==> src/common/fetch_pkg.sv <==
`default_nettype none

package fetch_pkg;

    // plain 32-bit words
    typedef logic [31:0] addr_t;
    typedef logic [31:0] inst_t;

    // first pc fetched after reset
    localparam addr_t RESET_PC = 32'h1c00_0000;

    // redirects from writeback, each valid is a one-cycle pulse
    typedef struct packed {
        logic  ertn_valid;
        addr_t ertn_target;
        logic  ex_valid;
        addr_t ex_entry;
        logic  refetch_valid;
        // refetch resumes at wb_pc + 4
        addr_t wb_pc;
    } redirect_t;

    // branch resolution from decode
    typedef struct packed {
        logic  taken;
        logic  stall;
        addr_t target;
    } branch_t;

    // payload handed to decode
    typedef struct packed {
        inst_t inst;
        addr_t pc;
    } fetch_out_t;

    // fetch exceptions
    typedef struct packed {
        // misaligned pc
        logic adef;
        // translation miss
        logic tlbr;
    } fetch_excep_t;

endpackage

`default_nettype wire

==> src/fetch/fetch_stage.sv <==
`default_nettype none

module fetch_stage (
    input  wire                          clk,
    input  wire                          resetn,
    input  wire                          id_allowin,
    input  wire fetch_pkg::branch_t      branch,
    input  wire fetch_pkg::redirect_t    redirect,
    output wire fetch_pkg::addr_t        inst_va,
    input  wire                          tlb_miss,
    output wire                          inst_sram_req,
    input  wire                          inst_sram_addr_ok,
    input  wire                          inst_sram_data_ok,
    input  wire fetch_pkg::inst_t        inst_sram_rdata,
    output wire                          if_to_id_valid,
    output wire fetch_pkg::fetch_out_t   if_to_id_data,
    output wire fetch_pkg::fetch_excep_t if_to_id_excep
);
    import fetch_pkg::*;

    // redirect sources, index 0 has the highest priority
    localparam int NUM_REDIR = 4;

    logic [NUM_REDIR-1:0] redir_live;
    addr_t                redir_tgt [NUM_REDIR];
    logic [NUM_REDIR-1:0] redir_pend;
    addr_t                redir_pend_tgt [NUM_REDIR];
    logic                 wb_flush;

    addr_t                if_pc;
    addr_t                seq_pc;
    addr_t                nextpc;
    fetch_excep_t         next_excep;
    logic                 if_valid;
    fetch_excep_t         if_excep;
    logic                 if_has_excep;
    logic                 if_ready_go;
    logic                 if_allowin;
    logic                 slot_kill;
    logic                 accept;

    logic                 buf_valid;
    inst_t                buf_inst;
    logic                 resp_live;

    logic [3:0]           cancel_cnt;
    logic                 inst_cancel;
    logic                 cancel_inc;
    logic                 cancel_dec;
    logic                 preif_cancel;

    assign redir_live[0] = redirect.ertn_valid;
    assign redir_live[1] = redirect.ex_valid;
    assign redir_live[2] = redirect.refetch_valid;
    assign redir_live[3] = branch.taken;
    assign redir_tgt[0]  = redirect.ertn_target;
    assign redir_tgt[1]  = redirect.ex_entry;
    assign redir_tgt[2]  = redirect.wb_pc + 32'd4;
    assign redir_tgt[3]  = branch.target;

    // writeback redirects flush the slot even if decode is ready
    assign wb_flush = |redir_live[2:0];

    assign seq_pc = if_pc + 32'd4;

    // latched copy of a source beats its live copy
    always_comb begin
        nextpc = seq_pc;
        for (int i = NUM_REDIR - 1; i >= 0; i--) begin
            if (redir_live[i]) begin
                nextpc = redir_tgt[i];
            end
            if (redir_pend[i]) begin
                nextpc = redir_pend_tgt[i];
            end
        end
    end

    assign inst_va    = nextpc;
    assign next_excep = '{adef: |nextpc[1:0], tlbr: tlb_miss};

    // response that belongs to the entry in the slot
    assign resp_live    = inst_sram_data_ok & ~inst_cancel & ~preif_cancel;
    assign if_has_excep = if_excep.adef | if_excep.tlbr;
    assign if_ready_go  = if_has_excep | buf_valid | resp_live;

    assign if_to_id_valid = if_valid & if_ready_go & ~wb_flush;
    assign slot_kill      = if_valid & (|redir_live) & ~(if_to_id_valid & id_allowin);
    assign if_allowin     = ~if_valid | (if_to_id_valid & id_allowin) | slot_kill;

    assign inst_sram_req = if_allowin & ~branch.stall & ~preif_cancel;
    assign accept        = inst_sram_req & inst_sram_addr_ok;

    // a killed entry still waiting leaves one response to drop
    assign inst_cancel = |cancel_cnt;
    assign cancel_inc  = slot_kill & ~if_ready_go;
    assign cancel_dec  = inst_sram_data_ok & inst_cancel;

    always_ff @(posedge clk) begin
        if (!resetn) begin
            redir_pend <= '0;
        end else if (accept) begin
            redir_pend <= '0;
        end else begin
            redir_pend <= redir_pend | redir_live;
        end
    end

    always_ff @(posedge clk) begin
        for (int i = 0; i < NUM_REDIR; i++) begin
            if (redir_live[i]) begin
                redir_pend_tgt[i] <= redir_tgt[i];
            end
        end
    end

    always_ff @(posedge clk) begin
        if (!resetn) begin
            if_pc <= RESET_PC - 32'd4;
        end else if (accept) begin
            if_pc <= nextpc;
        end
    end

    always_ff @(posedge clk) begin
        if (!resetn) begin
            if_valid <= 1'b0;
        end else if (if_allowin) begin
            if_valid <= accept;
        end
    end

    always_ff @(posedge clk) begin
        if (accept) begin
            if_excep <= next_excep;
        end
    end

    always_ff @(posedge clk) begin
        if (!resetn) begin
            cancel_cnt <= '0;
        end else begin
            cancel_cnt <= cancel_cnt + {3'b0, cancel_inc} - {3'b0, cancel_dec};
        end
    end

    // the memory answers exception fetches too, hold issue until that word is gone
    always_ff @(posedge clk) begin
        if (!resetn) begin
            preif_cancel <= 1'b0;
        end else if (accept & (next_excep.adef | next_excep.tlbr)) begin
            preif_cancel <= 1'b1;
        end else if (inst_sram_data_ok & ~inst_cancel) begin
            preif_cancel <= 1'b0;
        end
    end

    always_ff @(posedge clk) begin
        if (!resetn) begin
            buf_valid <= 1'b0;
        end else if (if_allowin) begin
            buf_valid <= 1'b0;
        end else if (resp_live & if_valid) begin
            buf_valid <= 1'b1;
        end
    end

    always_ff @(posedge clk) begin
        if (!buf_valid & resp_live) begin
            buf_inst <= inst_sram_rdata;
        end
    end

    assign if_to_id_data  = '{inst: buf_valid ? buf_inst : inst_sram_rdata, pc: if_pc};
    assign if_to_id_excep = if_excep;

    // more kills than responses in flight would overflow the drop count
    assert property (@(posedge clk) disable iff (!resetn)
        (cancel_cnt == '1) |-> !(cancel_inc && !cancel_dec));

    assert property (@(posedge clk) !resetn |=> !if_to_id_valid);

endmodule

`default_nettype wire

==> config.mk <==
export PLATFORM = sky130hd
export DESIGN_NAME = fetch_stage
export DESIGN_NICKNAME = d
export VERILOG_FILES = /design/src/common/fetch_pkg.sv /design/src/fetch/fetch_stage.sv
export SDC_FILE = /design/constraint.sdc
export NUM_CORES = 1
export LEC_CHECK = 0
export BUFFER_PORTS_ARGS = -buffer_cell sky130_fd_sc_hd__buf_4
export CORE_ASPECT_RATIO = 1.75
export CORE_MARGIN = 1.5
export CORE_UTILIZATION = 30
export DETAILED_ROUTE_END_ITERATION = 8
export GPL_ROUTABILITY_DRIVEN = 0
export SKIP_CTS_REPAIR_TIMING = 1
export SYNTH_ARGS = -nofsm -noshare
export SYNTH_HDL_FRONTEND = slang
export SYNTH_SLANG_ARGS = --single-unit
==> constraint.sdc <==
create_clock -name clk -period 8.17 [get_ports clk]
set_input_delay 1.2255 -clock clk [delete_from_list [all_inputs] [get_ports clk]]
set_output_delay 1.2255 -clock clk [all_outputs]
set_load 0.02 [all_outputs]
After elaboration in Yosys (flattened, before gate mapping)

Memories as Yosys holds them, arrays and structs flattened.
Cells that the tools add are included.

$add $sub $neg: 4
Multiplexer cells: 19
Bitwise operators: 30
Reductions and logical operators: 8

Operators by type and width:

| operator                                       | number |
|---|---|
| two-way mux 32 bit                             | 9 |
| adder 32 x 3 -> 32 bit (second input constant) | 2 |
| bitwise AND 1 bit                              | 15 |
| two-way mux 1 bit                              | 10 |
| NOT 1 bit                                      | 8 |
| OR reduction 4 bit                             | 2 |
| OR 1 bit                                       | 6 |
| OR reduction 2 bit                             | 3 |
| adder 4 x 1 -> 4 bit                           | 1 |
| OR 4 bit                                       | 1 |
| subtractor 4 x 1 -> 4 bit                      | 1 |
| OR reduction 3 bit                             | 1 |
| nonzero test 2 bit                             | 1 |
| zero test 1 bit                                | 1 |

Register bits after elaboration: 77
Memory bits (writable): 128
Word-level logic and storage cells: 71
Memories kept: 1

Memories:

| name           | words | bits a word | rd ports | clocked after Yosys merged registers in | wr ports | RTL line          | text |
|---|---|---|---|---|---|---|---|
| redir_pend_tgt | 4     | 32          | 4        | 0                                       | 4        | fetch_stage.sv:27 | `addr_t redir_pend_tgt [NUM_REDIR];` |

Depth between registers and ports, before layout

Depth after elaboration: 16
Mapped depth: 13

Worst setup path after synthesis

OpenSTA, ideal clock, no wires.

Kind: input port to output port
Start: input branch[33] (netlist bit)
End: output inst_va[30]
Arrival time: 3.004 ns
Setup slack: 3.940 ns
Cell stages on the path: 5
Buffers on the path: 2
Path through: clkbuf_1 clkbuf_8 nor4_2 a221oi_1 o31ai_1

Word-level cells in the longest chain between the ends: 8

Ends and longest elaborated chain:

| element            | RTL line          | text |
|---|---|---|
| from (decl)        | fetch_stage.sv:7  | `input wire fetch_pkg::branch_t branch,` |
| two-way mux 32 bit | fetch_stage.sv:70 | `if (redir_live[i]) begin` |
| two-way mux 32 bit | fetch_stage.sv:73 | `if (redir_pend[i]) begin` |
| two-way mux 32 bit | fetch_stage.sv:70 |  |
| two-way mux 32 bit | fetch_stage.sv:73 |  |
| two-way mux 32 bit | fetch_stage.sv:70 |  |
| two-way mux 32 bit | fetch_stage.sv:73 |  |
| two-way mux 32 bit | fetch_stage.sv:70 |  |
| two-way mux 32 bit | fetch_stage.sv:73 |  |
| to (decl)          | fetch_stage.sv:9  | `output wire fetch_pkg::addr_t inst_va,` |

No other way between the ends.

Worst setup path in the final report

Start: input redirect[98] (netlist bit)
End: output inst_va[25]

Word-level cells in the longest chain between the ends: 2

Ends and longest elaborated chain:

| element            | RTL line          | text |
|---|---|---|
| from (decl)        | fetch_stage.sv:8  | `input wire fetch_pkg::redirect_t redirect,` |
| two-way mux 32 bit | fetch_stage.sv:70 |  |
| two-way mux 32 bit | fetch_stage.sv:73 |  |

No other way between the ends.

==> impl_metrics.env <==
export IMPL_worstPathMaxFanout=59
export IMPL_fillers=3409
export IMPL_ir_worst_vdd_mv=0.09566
export IMPL_yosysSeqAreaShare_pct=54.55
export IMPL_rsz0062_at_grt="no"
export IMPL_final_cell_mix="288 x buf_4, 162 x edfxtp_1, 75 x nor2_1"
export IMPL_fin_area_sq_um=13620
export IMPL_min_path_cells=2
export IMPL_portBuffers=270
export IMPL_skew_ps=11.95
export IMPL_ys_flop_type="edfxtp_1"
export IMPL_synth_edf_count=162
export IMPL_worstMarginPinSlew_ps=1099
export IMPL_antenna_found_initial=6
export IMPL_drive_gt1_share_pct=31.11
export IMPL_rows=90
export IMPL_firstDrtPassIters=5
export IMPL_layout_commonest_cell="buf_4"
export IMPL_cts_root_buf="clkbuf_16"
export IMPL_finalWirelength_um=38970
export IMPL_powerDensity_nw_per_um2=216.2
export IMPL_die_h_um=250.4
export IMPL_holdPathEnd="if_pc[1]$_SDFFE_PN0P_"
export IMPL_holdCritPathClass="reg2reg"
export IMPL_vias=9000
export IMPL_reg2reg_slack_ps=4920
export IMPL_ios=271
export IMPL_place_area_sq_um=12960
export IMPL_clockBufferDepth=3
export IMPL_reg2reg_depth=8
export IMPL_final_hold_viol_count=0
export IMPL_synth_area_sq_um=10500
export IMPL_cp_start_kind="input port"
export IMPL_worst_endpoint_arrival_ps=4070
export IMPL_r2r_start="redir_pend[1]$_SDFF_PP0_"
export IMPL_fin_util_pct=39.51
export IMPL_yosys_warnings=0
export IMPL_die_area_sq_um=36160
export IMPL_cts_sinks=205
export IMPL_area_growth_pct=29.73
export IMPL_ys_ff_latch=205
export IMPL_clk_pin_slew_ps=70
export IMPL_grt_max_degree=60
export IMPL_final_setup_tns_ps=0
export IMPL_crit_type="in2out"
export IMPL_synth_cell_type_count=80
export IMPL_htree_levels=1
export IMPL_rr_endpoint="if_pc[21]$_SDFFE_PN1P_"
export IMPL_grt_pass1_wl_um=55750
export IMPL_crit_start="redirect[98]"
export IMPL_stdcell_count=1681
export IMPL_dp_cells=1640
export IMPL_nNetsFinal=1381
export IMPL_drv_cap=0
export IMPL_worstPathRequired_ps=6940
export IMPL_wl_per_cell_um=23.18
export IMPL_grt_pass1_vias=9025
export IMPL_max_freq_mhz=188.9
export IMPL_via_per_inst=5.354
export IMPL_fin_crit_sh_pct=64.79
export IMPL_track_usage_pct=20.99
export IMPL_status="finished clean"
export IMPL_cts_buffers=20
export IMPL_drtIter0Drc=635
export IMPL_syn_nets=1126
export IMPL_ant_nets=0
export IMPL_critPathCaptureType="output port"
export IMPL_synth_async_sr_flop_share_pct=0
export IMPL_initial_core_util_pct=30.46
export IMPL_syn_area_per_cell_sq_um=11.08
export IMPL_hp_start="if_pc[1]$_SDFFE_PN0P_"
export IMPL_cts_tree="done"
export IMPL_place_detailed_hpwl_um=30680
export IMPL_dp_slack_ps=2971
export IMPL_drc=0
export IMPL_insertion_delay_ps=520
export IMPL_coreArea_sq_um=34460
export IMPL_grt_overflow_total=0
export IMPL_leakagePower_nw=5.185
export IMPL_min_period_ps=5294
export IMPL_relSlewSlack_pct=26.16
export IMPL_fin_ws_ps=2876
export IMPL_synthCells=947
export IMPL_setup_viol=0
export IMPL_dieWidth_um=144.4
export IMPL_drv_slew=0
==> registers in the layout, indices dropped and copies added, names as in the netlist <==
register / count
preif_cancel: 1
buf_inst: 32
buf_valid: 1
cancel_cnt: 4
if_valid: 1
if_to_id_excep: 2
if_pc: 32
redir_pend: 4
redir_pend_tgt: 128
==> worst max path at each step <==
stage | endpoint | depth (start not counted)
after floorplan | inst_va[30] | 5
after global routing | inst_va[28] | 9
final | inst_va[25] | 9
after detailed placement | inst_va[25] | 9
after CTS | inst_va[25] | 9
after global placement | inst_va[28] | 9
==> report_power, final <==
group          total [mW]  internal [mW]  switching, mW
sequential           1.31           1.26         0.0503
combinational       0.704          0.279          0.425
clock               0.935          0.535          0.400
==> synth_stat cells, types with 8 or more instances <==
master	instances	share of area [%]
and3_1	14	0.83
edfxtp_1	162	46
a211o_1	8	0.67
nand4_1	23	1.4
clkbuf_1	34	1.2
nor2_1	75	2.7
dfxtp_1	43	8.2
a21oi_1	54	2.6
o22ai_1	19	1.1
o211ai_1	9	0.64
o221ai_1	10	0.83
a22oi_1	14	1.0
inv_1	25	0.89
xor2_1	10	0.83
mux2_2	35	3.8
o31ai_1	9	0.64
nand2b_1	11	0.66
a221o_1	15	1.4
nand3_1	28	1.3
nor3_1	25	1.2
and2_1	10	0.60
o21ai_0	51	2.4
nand2_1	64	2.3
a221oi_1	22	1.8
xnor2_1	42	3.5
==> worst max-delay path, stage by stage <==
cell and delay, ps:
buf_4 540, clkinv_1 570, nor2_1 640, buf_4 290
a22o_1 170, a211o_1 100, a221oi_1 50, nor2_1 230
buf_4 190
==> metal layers <==
| metal | wire length, um | part of all wire (%) | up-vias | GRT usage, % |
|---|---|---|---|---|
| met2 | 19560 | 50 | 449 | 36.65 |
| met4 | 2511 | 6.4 | 0 | 13.42 |
| met3 | 3032 | 7.8 | 96 | 3.938 |
| met1 | 13860 | 36 | 4284 | 22.89 |
| met5 | 0 | 0 | - | 0 |
| li1 | - | - | 4171 | - |
==> kinds of logic after synthesis <==
group                      share of synthesized area, %
AOI/OAI and AO/OA                                 17.64
xor gates and xnor gates                          4.494
adders and majority gates                         1.025
buffers and inverters                             3.636
DFF                                               54.55
muxes                                             4.042
and+or+nand+nor                                   14.60
==> layout make-up <==
cell class	count	area (sq um)	share of cell area, %
diodes	6	15.01	0.1103
clock buffers	27	548.0	4.025
clock inverters	8	91.34	0.6708
inverters	28	105.1	0.7719
multi-input cells	659	4393	32.26
flip-flops and latches	205	5725	42.05
well taps	460	575.6	4.227
repair buffers	288	2162	15.88
==> metrics by stage <==
step / power, mW / hold slack, ps
2_1_floorplan: 1.716 / 504.5
3_3_place_gp: 2.017 / 520.3
3_5_place_dp: 2.030 / 530.7
4_1_cts: 2.962 / 540.1
5_1_grt: 3.067 / 554.2
6_report: 2.944 / 539.8
No activity file was read; power rests on OpenSTA's default activity.
